===== config.mk =====
export PLATFORM = sky130hd
export DESIGN_NAME = rdp_read_datapath
export DESIGN_NICKNAME = d
export VERILOG_FILES = /design/src/rdp_ctrl_pkg.sv /design/src/rdp_data_pkg.sv /design/src/rdp_read_datapath.sv /design/src/rdp_rdata_out.sv /design/src/rdp_valid_predict.sv /design/src/rdp_group_fifo.sv /design/src/rdp_read_timing.sv
export VERILOG_INCLUDE_DIRS = /design/src /design/src/src
export SDC_FILE = /design/constraint.sdc
export NUM_CORES = 1
export LEC_CHECK = 0
export ABC_AREA = 1
export BUFFER_PORTS_ARGS = -buffer_cell sky130_fd_sc_hd__buf_2
export CAP_MARGIN = 20
export CORE_MARGIN = 1
export CORE_UTILIZATION = 25
export CTS_CLUSTER_DIAMETER = 120
export DETAILED_ROUTE_END_ITERATION = 8
export SETUP_SLACK_MARGIN = 0.15
export SKIP_CTS_REPAIR_TIMING = 1
export SYNTH_ARGS = -nofsm -noshare
export SYNTH_HDL_FRONTEND = slang
export SYNTH_SLANG_ARGS = --single-unit

===== constraint.sdc =====
create_clock -name pll_afi_clk -period 4 [get_ports pll_afi_clk]
set_clock_uncertainty 0.2 [all_clocks]
set_input_delay 0.4 -clock pll_afi_clk [delete_from_list [all_inputs] [get_ports pll_afi_clk]]
set_output_delay 0.4 -clock pll_afi_clk [all_outputs]
set_load 0.03 [all_outputs]

===== src/rdp_cfg.svh =====
`ifndef RDP_CFG_SVH
`define RDP_CFG_SVH

// Interface shape
`define RDP_NUM_GROUPS 2
`define RDP_GROUP_WIDTH 4
`define RDP_NUM_SLOTS 4

// Read data FIFO, one per DQS group
`define RDP_FIFO_DEPTH 8
`define RDP_FIFO_AW 3

// Read latency shifter and the width of the sequencer's latency setting
`define RDP_MAX_LATENCY 16
`define RDP_LAT_W 4

// Valid prediction token shifter
`define RDP_VFIFO_AW 3
`define RDP_QVLD_EXTRA 2

// OCT window, derived from the memory read latency tRL
`define RDP_MEM_T_RL 5
`define RDP_OCT_ON_DELAY ((`RDP_MEM_T_RL > 4) ? ((`RDP_MEM_T_RL - 4) / 2) : 0)
`define RDP_OCT_OFF_DELAY ((`RDP_MEM_T_RL + 6) / 2)

`endif

===== src/rdp_ctrl_pkg.sv =====
`include "rdp_cfg.svh"

// **************************************************
// Control-side types shared by the sequencer and the controller
// **************************************************
package rdp_ctrl_pkg;

	// Read latency in whole AFI cycles, legal range 1 to 15
	typedef logic [`RDP_LAT_W-1:0] latency_t;

	// One bit per DQS group
	typedef logic [`RDP_NUM_GROUPS-1:0] group_mask_t;

	// Sequencer calibration controls
	// The latency is held static while reads are in flight
	// Both masks are single-cycle pulses per group
	typedef struct packed
	{
		// Selects the tap of the read latency shifter
		latency_t read_latency;
		// Steps a group's valid-prediction write address by one cycle
		group_mask_t inc_vfifo;
		// Clears both pointers of a group's read data FIFO
		group_mask_t fifo_reset;
	} seq_ctrl_t;

endpackage


===== src/rdp_data_pkg.sv =====
`include "rdp_cfg.svh"

// **************************************************
// Data-side types for captured beats and AFI read words
// **************************************************
package rdp_data_pkg;

	// One DQS group's data for all time slots of an AFI cycle
	// Slot 0 sits in the low group-width bits
	typedef logic [`RDP_NUM_SLOTS*`RDP_GROUP_WIDTH-1:0] group_beat_t;

	// Captured read data as it leaves the capture registers
	// A strobe bit marks a valid beat for that group in this cycle
	typedef struct packed
	{
		rdp_ctrl_pkg::group_mask_t strobe;
		// Group 0 beat in the low bits
		group_beat_t [`RDP_NUM_GROUPS-1:0] beat;
	} capture_t;

	// Full read word covering every group and every time slot
	// The AFI bus orders it by slot then group
	// The sequencer bus orders it by group then slot
	typedef logic [`RDP_NUM_GROUPS*`RDP_NUM_SLOTS*`RDP_GROUP_WIDTH-1:0] afi_word_t;

endpackage


===== src/rdp_read_datapath.sv =====
`timescale 1ns/1ps
`include "rdp_cfg.svh"

// **************************************************
// Read datapath top level
// **************************************************
// One latency selector serves every group since they share one setting
// Each DQS group has its own data FIFO and valid-prediction shifter
module rdp_read_datapath
(
	input logic pll_afi_clk,
	input logic reset_n_afi_clk,
	input logic rdata_en_i,
	input rdp_ctrl_pkg::seq_ctrl_t seq_ctrl_i,
	input rdp_data_pkg::capture_t capture_i,
	output rdp_data_pkg::afi_word_t afi_rdata_o,
	output rdp_data_pkg::afi_word_t seq_rdata_o,
	output logic afi_rdata_valid_o,
	output rdp_ctrl_pkg::group_mask_t dqs_enable_ctrl_o,
	output logic force_oct_off_o
);

	// FIFO read enable, L cycles after the controller's enable
	logic read_enable;
	// FIFO heads feeding the output registers
	rdp_data_pkg::group_beat_t group_beats [`RDP_NUM_GROUPS];

	rdp_read_timing u_read_timing
	(
		.pll_afi_clk (pll_afi_clk),
		.reset_n_afi_clk (reset_n_afi_clk),
		.rdata_en_i (rdata_en_i),
		.read_latency_i (seq_ctrl_i.read_latency),
		.read_enable_o (read_enable),
		.force_oct_off_o (force_oct_off_o)
	);

	for (genvar g = 0; g < `RDP_NUM_GROUPS; g++)
	begin : group_gen
		rdp_group_fifo u_group_fifo
		(
			.pll_afi_clk (pll_afi_clk),
			.reset_n_afi_clk (reset_n_afi_clk),
			.wr_strobe_i (capture_i.strobe[g]),
			.wr_beat_i (capture_i.beat[g]),
			.rd_en_i (read_enable),
			.ptr_reset_i (seq_ctrl_i.fifo_reset[g]),
			.rd_beat_o (group_beats[g])
		);

		// The controller's enable is the token source
		rdp_valid_predict u_valid_predict
		(
			.pll_afi_clk (pll_afi_clk),
			.reset_n_afi_clk (reset_n_afi_clk),
			.token_i (rdata_en_i),
			.inc_wr_addr_i (seq_ctrl_i.inc_vfifo[g]),
			.qvld_o (dqs_enable_ctrl_o[g])
		);
	end

	rdp_rdata_out u_rdata_out
	(
		.pll_afi_clk (pll_afi_clk),
		.reset_n_afi_clk (reset_n_afi_clk),
		.read_enable_i (read_enable),
		.group_beats_i (group_beats),
		.afi_rdata_o (afi_rdata_o),
		.seq_rdata_o (seq_rdata_o),
		.afi_rdata_valid_o (afi_rdata_valid_o)
	);

endmodule


===== src/rdp_rdata_out.sv =====
`timescale 1ns/1ps
`include "rdp_cfg.svh"

// Output registers of the read datapath
// The beats of all groups are captured together on the read enable
module rdp_rdata_out
(
	input logic pll_afi_clk,
	input logic reset_n_afi_clk,
	input logic read_enable_i,
	input rdp_data_pkg::group_beat_t group_beats_i [`RDP_NUM_GROUPS],
	output rdp_data_pkg::afi_word_t afi_rdata_o,
	output rdp_data_pkg::afi_word_t seq_rdata_o,
	output logic afi_rdata_valid_o
);

	localparam int G = `RDP_NUM_GROUPS;
	localparam int S = `RDP_NUM_SLOTS;
	localparam int W = `RDP_GROUP_WIDTH;

	rdp_data_pkg::afi_word_t afi_next;
	rdp_data_pkg::afi_word_t seq_next;

	// AFI word is slot-major so slot s of group g lands in field s*G+g
	// Sequencer word is group-major so the same beat lands in field g*S+s
	always_comb
	begin
		afi_next = '0;
		seq_next = '0;
		for (int g = 0; g < G; g++)
		begin
			for (int s = 0; s < S; s++)
			begin
				afi_next[(s*G+g)*W +: W] = group_beats_i[g][s*W +: W];
				seq_next[(g*S+s)*W +: W] = group_beats_i[g][s*W +: W];
			end
		end
	end

	// Data is held between read enables
	always_ff @(posedge pll_afi_clk)
	begin
		if (read_enable_i)
		begin
			afi_rdata_o <= afi_next;
			seq_rdata_o <= seq_next;
		end
	end

	always_ff @(posedge pll_afi_clk or negedge reset_n_afi_clk)
	begin
		if (!reset_n_afi_clk)
			afi_rdata_valid_o <= 1'b0;
		else
			afi_rdata_valid_o <= read_enable_i;
	end

endmodule


===== src/rdp_valid_predict.sv =====
`timescale 1ns/1ps
`include "rdp_cfg.svh"

// Valid prediction for one DQS group
// Every cycle a token, set for a read enable, enters a shift register
// It is written at a stage set by calibration and comes out at stage 0
// The output drives the group's DQS enable control
module rdp_valid_predict
(
	input logic pll_afi_clk,
	input logic reset_n_afi_clk,
	input logic token_i,
	input logic inc_wr_addr_i,
	output logic qvld_o
);

	localparam int AW = `RDP_VFIFO_AW;
	localparam int EXTRA = `RDP_QVLD_EXTRA;
	localparam int LEN = (2 ** AW) + EXTRA;

	// Write address stepped by the sequencer during calibration
	logic [AW-1:0] wr_addr;
	// Stage that receives the token, one bit wider than the address
	logic [AW:0] wr_stage;
	// Token shifter, moving toward index 0
	logic [LEN-1:0] qvld_shifter;
	logic [LEN-1:0] qvld_next;

	assign wr_stage = {1'b0, wr_addr} + (AW + 1)'(EXTRA);

	// Shift by one and drop the incoming token at the write stage
	always_comb
	begin
		qvld_next = {1'b0, qvld_shifter[LEN-1:1]};
		qvld_next[wr_stage] = token_i;
	end

	always_ff @(posedge pll_afi_clk or negedge reset_n_afi_clk)
	begin
		if (!reset_n_afi_clk)
		begin
			wr_addr <= '0;
			qvld_shifter <= '0;
		end
		else
		begin
			qvld_shifter <= qvld_next;
			// Each pulse adds one cycle of delay, wrapping after eight
			if (inc_wr_addr_i)
				wr_addr <= wr_addr + 1'b1;
		end
	end

	assign qvld_o = qvld_shifter[0];

endmodule


===== src/rdp_group_fifo.sv =====
`timescale 1ns/1ps
`include "rdp_cfg.svh"

// Read data FIFO of one DQS group
// Captured beats are written on the capture strobe
// The head entry is shown combinationally until the read enable pops it
module rdp_group_fifo
(
	input logic pll_afi_clk,
	input logic reset_n_afi_clk,
	input logic wr_strobe_i,
	input rdp_data_pkg::group_beat_t wr_beat_i,
	input logic rd_en_i,
	input logic ptr_reset_i,
	output rdp_data_pkg::group_beat_t rd_beat_o
);

	localparam int DEPTH = `RDP_FIFO_DEPTH;
	localparam int AW = `RDP_FIFO_AW;

	// Beat storage
	rdp_data_pkg::group_beat_t fifo_mem [DEPTH];

	// Both pointers wrap naturally since the depth is a power of two
	logic [AW-1:0] wr_ptr;
	logic [AW-1:0] rd_ptr;

	// **************************************************
	// Storage write
	// **************************************************
	always_ff @(posedge pll_afi_clk)
	begin
		if (wr_strobe_i)
			fifo_mem[wr_ptr] <= wr_beat_i;
	end

	// Pointer control
	// The sequencer's FIFO reset clears both pointers and wins over any step
	always_ff @(posedge pll_afi_clk or negedge reset_n_afi_clk)
	begin
		if (!reset_n_afi_clk)
		begin
			wr_ptr <= '0;
			rd_ptr <= '0;
		end
		else if (ptr_reset_i)
		begin
			wr_ptr <= '0;
			rd_ptr <= '0;
		end
		else
		begin
			if (wr_strobe_i)
				wr_ptr <= wr_ptr + 1'b1;
			if (rd_en_i)
				rd_ptr <= rd_ptr + 1'b1;
		end
	end

	// Head of the queue, registered downstream
	assign rd_beat_o = fifo_mem[rd_ptr];

endmodule


===== src/rdp_read_timing.sv =====
`timescale 1ns/1ps
`include "rdp_cfg.svh"

// Read latency timing and termination control
// The controller's read-data enable runs down a shift register
// The sequencer's latency setting picks the tap that reads the data FIFOs
module rdp_read_timing
(
	input logic pll_afi_clk,
	input logic reset_n_afi_clk,
	input logic rdata_en_i,
	input rdp_ctrl_pkg::latency_t read_latency_i,
	output logic read_enable_o,
	output logic force_oct_off_o
);

	localparam int MAX_LAT = `RDP_MAX_LATENCY;
	localparam int OCT_ON = `RDP_OCT_ON_DELAY;
	localparam int OCT_OFF = `RDP_OCT_OFF_DELAY;

	// **************************************************
	// Latency shifter
	// **************************************************

	// Bit i holds the enable sampled i+1 edges ago
	logic [MAX_LAT-1:0] latency_shifter;
	// A setting of L selects bit L-1
	rdp_ctrl_pkg::latency_t tap_sel;

	always_ff @(posedge pll_afi_clk or negedge reset_n_afi_clk)
	begin
		if (!reset_n_afi_clk)
			latency_shifter <= '0;
		else
			latency_shifter <= {latency_shifter[MAX_LAT-2:0], rdata_en_i};
	end

	// A setting of zero wraps to the last stage
	assign tap_sel = read_latency_i - 1'b1;
	assign read_enable_o = latency_shifter[tap_sel];

	// **************************************************
	// OCT-off window
	// **************************************************

	// Recent enable history kept apart from the latency shifter
	logic [OCT_OFF-1:0] oct_hist;
	// Current enable plus history, index 0 is this cycle
	logic [OCT_OFF:0] oct_window;

	assign oct_window = {oct_hist, rdata_en_i};

	// Termination is forced off unless a read enable lies in the window
	always_ff @(posedge pll_afi_clk or negedge reset_n_afi_clk)
	begin
		if (!reset_n_afi_clk)
		begin
			oct_hist <= '0;
			force_oct_off_o <= 1'b0;
		end
		else
		begin
			oct_hist <= oct_window[OCT_OFF-1:0];
			force_oct_off_o <= ~(|oct_window[OCT_OFF:OCT_ON]);
		end
	end

endmodule


==> out/qor_table.md, run 1 <==
| Step | Parameter | Reported |
|---|---|---|
| status | Run status | completed |
| synth | Top flip-flop cell by instance count after synthesis | edfxtp_1 |
| critical path | Cell Chain, Critical Path | inv_2 -> buf_4 -> nor2_1 -> o32ai_1 -> nand2_1 -> nand2_1 |
| placement | Number of cells in the design after placement | 1804 |
| routing | Antenna Violating Nets Remaining | 0 |
| die | Initial standard-cell utilization of the core | 25.4% |
| die | Core region area | 54000 um^2 |
| power | Max IR drop VDD | 0.247 mV |
| job | Number of maximum-capacitance violations | 0 |
| routing | Count of TritonRoute iterations in the first routing pass | 4 |
| routing | Drc violations | 0 |
| die | Die X | 236 um |
| routing | Avg WL per Cell | 15.6 um |
| synth | Gate count after technology mapping | 1059 |
| synth | Area share of and/or/nand/nor cells after synthesis | 11.6% |
| timing | Setup repair after global routing missed its margin | no |
| synth | Mapped cell area | 13700 um^2 |
| routing | Routed Wire Length | 29.9 mm |
| timing | F_max | 465 MHz |
| placement | Worst slack at placement | 1.27 ns |
| finish | Final net count | 1257 |
| global route | Number of global-route vias before repair | 8132 |
| clock network | H-tree depth | 2 |
| synth | Mux contribution to synthesized area | 0% |
| placement | Standard cell area after detailed placement | 14800 um^2 |
| die | Overall die height | 236 um |
| clock network | Clock latency on the worst-skew pair | 0.55 ns |
| critical path | Endpoint kind of the worst setup timing path | flop |
| finish | Synth-to-layout area growth | 20.3% |
| critical path | Slowest-stage cell, CP | inv_2 |
| synth | Flip-flop and latch count after synthesis | 344 |
| global route | Largest net degree at the start of global routing | 67 |
| synth | Count leader, synth | edfxtp_1 |
| power | Leak | 6.12 nW |
| critical path | Maximum single-stage delay on the critical path | 0.66 ns |
| clock network | Root cell of the clock tree | clkbuf_16 |
| clock network | Maximum buffer depth of the clock tree | 3 |
| clock network | CTS tree | built |
| placement | Detailed-placement wirelength estimate | 17.3 mm |
| finish | Number of antenna cells inserted | 0 |
| synth | Share of synthesized area occupied by flip-flops and latches | 73.2% |
| routing | Initial DRC count | 566 |
| synth | Post-synth EDFFs | 288 |
| clock network | Clock-pin slew on the worst setup and hold paths | 0.06 ns |
| finish | Utilization after layout | 30.6% |
| timing | Count of endpoints failing setup in the final report | 0 |
| power | Pwr Density | 577 nW/um^2 |
| die | Row count | 85 |
| timing | Count of final max-slew check failures | 0 |
| critical path | Worst path buffer plus inverter count | 2 |
| synth | Average footprint of a synthesized cell | 13.0 um^2 |
| finish | Fraction of layout instances using a drive strength above 1 | 17.4% |
| synth | Ys async rst share | 16.3% |
| routing | Routed vias | 8386 |
| global route | Global-route total usage across every layer | 10.7% |
| routing | Detailed-route vias per instance | 4.37 |
| die | Die ar. | 55800 um^2 |
| finish | Non-filler cells in the finished layout | 1919 |
| critical path | WP data required | 4.23 ns |
| critical path | Crit Path Class | flop to flop |
| synth | Dominant combinational cell family by area after synthesis | simple AND/OR/NAND/NOR gates |
| synth | Top cells by instance count after synthesis | edfxtp_1, nor2_1, nand2_1 |
| clock network | Sinks on Clock Net | 344 |
| synth | Dominant cells by area after synthesis | edfxtp_1, dfrtp_1, nor2_1 |
| critical path | Crit path arrival time | 2.38 ns |
| synth | Adder and majority cell fraction of the synthesized area | 1.55% |
| global route | Antenna violations before repair | 2 |
| synth | Mapped Nets | 1121 |
| placement | Weighted congestion at the end of routability-driven global placement | 0.781 |
| timing | Hold violation count in the final report | 0 |
| critical path | Type of origin of the critical path | flop |
| placement | Count of port buffers added during placement | 112 |
| global route | Wire length of the first global-routing pass | 46.3 mm |
| die | I/O pin total | 113 |
| synth | Post-Synth XOR/XNOR Area | 0.510% |
| critical path | Maximum fanout along the worst path | 51 |
| synth | Share of the synthesized area in the top cell type | 63.0% |
| timing | Total Neg Setup Slack | 0 ns |
| synth | Cell taking the most area after synthesis | edfxtp_1 |
| timing | Final period demand of the worst path | 2.15 ns |
| timing | Transition time of the tightest slew-check pin | 1.01 ns |
| timing | Final Worst Setup Slack | 1.85 ns |
| timing | Share of the cycle needed by the critical path after routing | 53.7% |
| timing | Max transition margin | 32.8% |
| finish | Final design area excluding fillers | 16500 um^2 |
| critical path | CP dominant cell by count | nand2_1 |
| global route | Sum of overflow across all layers after global routing | 0 |
| clock network | Number of buffers created by CTS | 37 |
| min path | Tightest Hold Check Type | flop to flop |
| synth | Yosys warning count | 0 |
| synth | Distinct cell type count of the synthesized netlist | 29 |
| synth | Area fraction in compound gates after synthesis | 8.04% |
| critical path | Cell family with most CP delay | buffers and inverters |
[power by group]
group,leakage [nW],internal (mW),switching [mW],total [mW]
sequential,3.33,4.22,0.147,4.36
clock,0.584,2.00,1.40,3.40
combinational,2.21,0.559,1.20,1.76
total,6.12,6.77,2.75,9.52
[metal layers]
layer | track usage, % | share of wire (%) | routed length, um
met1 | 13.9 | 46 | 13700
met2 | 17.3 | 47 | 14100
met3 | 2.68 | 4.4 | 1310
met4 | 3.84 | 2.4 | 708
met5 | 0 | 0.090 | 27
[logic make-up after synthesis]
group	count (synthesis)
and+or+nand+nor	400
buffers and inverters	122
adders and majority gates	17
xor gates and xnor gates	8
AOI/OAI and AO/OA	168
DFF	344
[cell usage in the layout (no fill, tap or decap), drive strengths merged, types with 17 or more instances in the layout]
cell type,synthesis,routed
o21ai,72,72
nor2,217,217
nand3,18,18
edfxtp,288,288
inv,37,38
dlygate4sd3,0,43
dfrtp,56,56
ha,17,17
nand2,154,154
o32ai,64,64
clkbuf,20,43
buf,65,139
[per-stage QoR]
step / hold slack (ns) / power, mW
after global placement: 0.161 / 6.14
after CTS: -0.233 / 9.60
after detailed placement: 0.159 / 6.18
after global routing: 0.176 / 9.98
after floorplan: -0.0956 / 5.79
final: 0.171 / 9.52
[worst paths after layout]
check	start	end	slack (ns)	depth (start not counted)
setup / recovery	group_gen[0].u_group_fifo.rd_ptr[0]	u_rdata_out.afi_rdata_o[3]	1.85	6
hold / removal	u_read_timing.oct_hist[3]	u_read_timing.latency_shifter[4]	0.17	0
setup reg to reg	group_gen[0].u_group_fifo.rd_ptr[0]	u_rdata_out.afi_rdata_o[3]	1.85	6
hold reg to reg	u_read_timing.oct_hist[3]	u_read_timing.latency_shifter[4]	0.17	0
max in group asynchronous	reset_n_afi_clk	group_gen[0].u_valid_predict.wr_addr[0]	2.85	3
min in group asynchronous	reset_n_afi_clk	group_gen[1].u_valid_predict.qvld_shifter[4]	0.18	3
[layout make-up]
cell class                 instances  area (um^2)
clock buffer                      43          962
sequential                       344        10100
timing repair buffer             182         1240
inverter                          37          141
clock inverter                    24          248
fill                            5402        37500
multi-input combinational        593         3000
tap                              696          871
[registers in the layout, summed over array words and instances (netlist names)]
name and flops:
u_read_timing.latency_shifter 12, u_read_timing.force_oct_off_o 1, group_gen.u_group_fifo.fifo_mem 256, u_rdata_out.afi_rdata_o 32, u_read_timing.oct_hist 4, group_gen.u_group_fifo.wr_ptr 6, group_gen.u_valid_predict.wr_addr 6, u_rdata_out.afi_rdata_valid_o 1
group_gen.u_valid_predict.qvld_shifter 20, group_gen.u_group_fifo.rd_ptr 6
Power figures use the tool's default switching activity.
==> inputs of run 2 (changes only) <==
- ABC_AREA: 1 -> 0
- clock period: 4 -> 2 ns (I/O delays scaled with it)
==> run 2 against run 1 <==
Flip-flop and latch count unchanged. Clock-buffer cell count is 1 higher. Non-clock buffer count increased by 27. Critical path type unchanged. The flow now finishes with violations (hold timing). Largest cell class unchanged. Via count fell by 23%.
==> out/qor_table.md, run 2 <==
| Step | Parameter | Reported | vs previous |
|---|---|---|---|
| power | Max IR drop VDD | 0.658 mV | was 0.247 mV |
| clock network | Root cell of the clock tree | clkbuf_16 | unchanged |
| synth | Average footprint of a synthesized cell | 20.1 um^2 | was 13.0 um^2 |
| finish | Area taken by multi-input logic gates | 3120 um^2 | was 3000 um^2 |
| clock network | Maximum buffer depth of the clock tree | 3 | unchanged |
| timing | F_max | 520 MHz | was 465 MHz |
| clock network | Number of buffers created by CTS | 40 | was 37 |
| timing | Count of final max-slew check failures | 0 | unchanged |
| critical path | Slowest-stage cell, CP | mux4_2 | was inv_2 |
| power | P_sw | 5.06 mW | was 2.75 mW |
| timing | Final period demand of the worst path | 1.92 ns | was 2.15 ns |
| synth | Distinct cell type count of the synthesized netlist | 36 | was 29 |
| clock network | H-tree depth | 2 | unchanged |
| critical path | Cell Chain, Critical Path | buf_12 -> clkbuf_16 -> mux4_2 -> mux2_2 | was inv_2 -> buf_4 -> nor2_1 -> o32ai_1 -> nand2_1 -> nand2_1 |
| clock network | Clock latency on the worst-skew pair | 0.56 ns | was 0.55 ns |
| synth | Top flip-flop cell by instance count after synthesis | edfxtp_1 | unchanged |
| timing | Count of endpoints failing setup in the final report | 0 | unchanged |
| status | Failing checks | hold timing |  |
| critical path | Worst path buffer plus inverter count | 2 | unchanged |
| finish | Filler instances | 5009 | was 5402 |
| placement | Detailed-placement wirelength estimate | 15.6 mm | was 17.3 mm |
| routing | Detailed-route vias per instance | 4.10 | was 4.37 |
| power | Pwr Density | 1110 nW/um^2 | was 577 nW/um^2 |
| finish | Sequential cell area | 10100 um^2 | about the same |
| synth | Top cells by instance count after synthesis | edfxtp_1, mux4_2, dfrtp_1 | was edfxtp_1, nor2_1, nand2_1 |
| die | Die ar. | 54700 um^2 | was 55800 um^2 |
| critical path | Maximum single-stage delay on the critical path | 0.51 ns | was 0.66 ns |
| job | Number of maximum-capacitance violations | 0 | unchanged |
| routing | Avg WL per Cell | 16.8 um | was 15.6 um |
| global route | Antenna violations before repair | 3 | was 2 |
| finish | Reg with most FFs | group_gen.u_group_fifo.fifo_mem | unchanged |
| timing | Hold violation count in the final report | 21 | was 0 |
| critical path | Type of origin of the critical path | flop | unchanged |
| finish | Final net count | 920 | was 1257 |
| placement | Weighted congestion at the end of routability-driven global placement | 0.704 | was 0.781 |
| finish | Leading registers by flop count | group_gen.u_group_fifo.fifo_mem: 256 flops, u_rdata_out.afi_rdata_o: 32 flops, group_gen.u_valid_predict.qvld_shifter: 20 flops | unchanged |
| clock network | Sinks on Clock Net | 344 | unchanged |
| timing | Transition time of the tightest slew-check pin | 0.544 ns | was 1.01 ns |
| finish | Most frequent standard cell in the layout excluding fill and tap cells | edfxtp_1 | unchanged |
| synth | Share of the synthesized area in the top cell type | 64.4% | was 63.0% |
| finish | Leading cell types in the layout, fill and taps excluded | edfxtp_1, buf_2, mux4_2, dfrtp_1 | was edfxtp_1, nor2_1, nand2_1, buf_2, o21ai_0 |
| clock network | CTS tree | built | unchanged |
| routing | Initial DRC count | 351 | was 566 |
| clock network | Clock-pin slew on the worst setup and hold paths | 0.06 ns | about the same |
| power | Fraction of power consumed by combinational cells | 18.0% | was 18.5% |
| timing | Total Neg Setup Slack | 0 ns | unchanged |
| global route | Largest net degree at the start of global routing | 35 | was 67 |
| placement | Count of port buffers added during placement | 112 | unchanged |
| finish | Utilization after layout | 32.5% | was 30.6% |
| global route | Wire length of the first global-routing pass | 39.5 mm | was 46.3 mm |
| synth | Ys async rst share | 16.3% | unchanged |
| routing | Antenna Violating Nets Remaining | 0 | unchanged |
| critical path | Crit path arrival time | 2.05 ns | was 2.38 ns |
| synth | Gate count after technology mapping | 668 | was 1059 |
| routing | Count of TritonRoute iterations in the first routing pass | 6 | was 4 |
| die | I/O pin total | 113 | unchanged |
| die | Core region area | 52900 um^2 | was 54000 um^2 |
| synth | Flip-flop and latch count after synthesis | 344 | unchanged |
| timing | Worst hold slack after final layout | -0.0238 ns | was 0.171 ns |
| timing | Max transition margin | 63.6% | was 32.8% |
| synth | Share of synthesized area occupied by flip-flops and latches | 74.8% | was 73.2% |
| min path | Tightest Hold Check Type | primary input to async pin | was flop to flop |
| power | Fraction of power spent switching nets | 26.6% | was 28.9% |
| routing | Routed vias | 6479 | was 8386 |
| power | Proportion of power drawn by the clock network | 36.5% | was 35.7% |
| finish | Fraction of layout instances using a drive strength above 1 | 41.1% | was 17.4% |
| routing | Routed Wire Length | 26.5 mm | was 29.9 mm |
| critical path | Cell family with most CP delay | multiplexers | was buffers and inverters |
| critical path | Crit Path Class | flop to flop | unchanged |
| die | Initial standard-cell utilization of the core | 25.4% | about the same |
| die | Die X | 234 um | was 236 um |
| finish | Max reg flops | 256 | unchanged |
| critical path | WP data required | 2.12 ns | was 4.23 ns |
| global route | Number of global-route vias before repair | 6566 | was 8132 |
| critical path | Endpoint kind of the worst setup timing path | flop | unchanged |
| timing | Setup repair after global routing missed its margin | yes | was no |
| synth | Mapped Nets | 730 | was 1121 |
| power | Leak | 6.04 nW | was 6.12 nW |
| power | Part of the power in registers | 45.5% | was 45.8% |
| synth | Mapped cell area | 13400 um^2 | was 13700 um^2 |
| routing | Drc violations | 0 | unchanged |
| timing | Share of the cycle needed by the critical path after routing | 96.1% | was 53.7% |
| global route | Global-route total usage across every layer | 9.75% | was 10.7% |
| die | Row count | 84 | was 85 |
| die | Overall die height | 234 um | was 236 um |
| synth | Dominant cells by area after synthesis | edfxtp_1, mux4_2, dfrtp_1 | was edfxtp_1, dfrtp_1, nor2_1 |
| finish | Synth-to-layout area growth | 27.9% | was 20.3% |
| synth | Post-synth EDFFs | 288 | unchanged |
| synth | Count leader, synth | edfxtp_1 | unchanged |
| synth | Yosys warning count | 0 | unchanged |
| synth | Cell taking the most area after synthesis | edfxtp_1 | unchanged |
| global route | Sum of overflow across all layers after global routing | 0 | unchanged |
| status | Run status | finished with violations | was completed |
| power | Internal power | 14.0 mW | was 6.77 mW |
| critical path | Maximum fanout along the worst path | 7 | was 51 |
-- run 2: kinds of logic (layout without fill, tap and decap cells) --
kind of cell | count (synthesis) | in the layout | synth area share [%]
flops | 344 | 344 | 74.8
mux | 128 | 128 | 16.0
simple gates | 76 | 76 | 2.58
buf+inv | 74 | 294 | 3.21
compound gates | 19 | 19 | 1.16
fa+ha+maj | 17 | 17 | 1.58
xor+xnor | 10 | 10 | 0.652
other cells | 0 | 3 | 0
-- run 2: per-stage QoR --
| stage | std cells | setup slack (ns) | power [mW] | instance area, um^2 |
|---|---|---|---|---|
| 6_report | 1579 | 0.0783 | 19.0 | 17200 |
| 5_1_grt | 1578 | -0.00216 | 19.9 | 17200 |
| 4_1_cts | 1526 | -0.0523 | 19.1 | 16500 |
| 3_5_place_dp | 1454 | -0.286 | 12.1 | 15200 |
| 3_3_place_gp | 1454 | -0.262 | 12.0 | 15200 |
| 2_1_floorplan | 668 | -0.126 | 11.3 | 13600 |
-- run 2: worst paths after layout --
check                      cells past startpoint                           startpoint                                            to  slack, ns
max in group asynchronous                      3                      reset_n_afi_clk           group_gen[0].u_group_fifo.rd_ptr[0]       0.61
min in group pll_afi_clk                       0    u_read_timing.latency_shifter[12]             u_read_timing.latency_shifter[13]       0.18
setup reg to reg                               4  group_gen[0].u_group_fifo.rd_ptr[0]                   u_rdata_out.afi_rdata_o[24]       0.08
hold / removal                                 3                      reset_n_afi_clk  group_gen[0].u_valid_predict.qvld_shifter[1]      -0.02
setup / recovery                               4  group_gen[0].u_group_fifo.rd_ptr[0]                   u_rdata_out.afi_rdata_o[24]       0.08
hold reg to reg                                0    u_read_timing.latency_shifter[12]             u_read_timing.latency_shifter[13]       0.18
-- run 2: power groups by stage --
stage | clock [mW] | combinational (mW) | sequential [mW]
6_report | 6.95 | 3.43 | 8.66
5_1_grt | 7.42 | 3.74 | 8.73
4_1_cts | 7.16 | 3.23 | 8.71
3_5_place_dp | 0 | 3.22 | 8.85
3_3_place_gp | 0 | 3.19 | 8.83
2_1_floorplan | 0 | 2.22 | 9.04
-- run 2: tightest hold or removal path: cells and delay by family --
family / cells / cell delay (ns)
buf+inv: 3 / 0.88
-- run 2: final cells by class --
| cell class | count | share of cell area (%) |
|---|---|---|
| Clock buffer | 44 | 5.92 |
| Clock inverter | 28 | 1.47 |
| Multi-Input combinational cell | 250 | 18.2 |
| Sequential cell | 344 | 58.5 |
| Tap cell | 688 | 5.01 |
| Inverter | 13 | 0.284 |
| Antenna cell | 3 | 0.0437 |
| Timing Repair Buffer | 209 | 10.6 |
-- run 2: routing by layer --
metal	wire length [um]	vias up	GRT usage [%]	part of all wire, %
met3	1270	38	2.70	4.8
met2	12900	129	15.5	49
met4	526	0	3.35	2.0
met1	11800	3327	12.8	45
met5	0	-	0	0
li1	-	2985	-	-
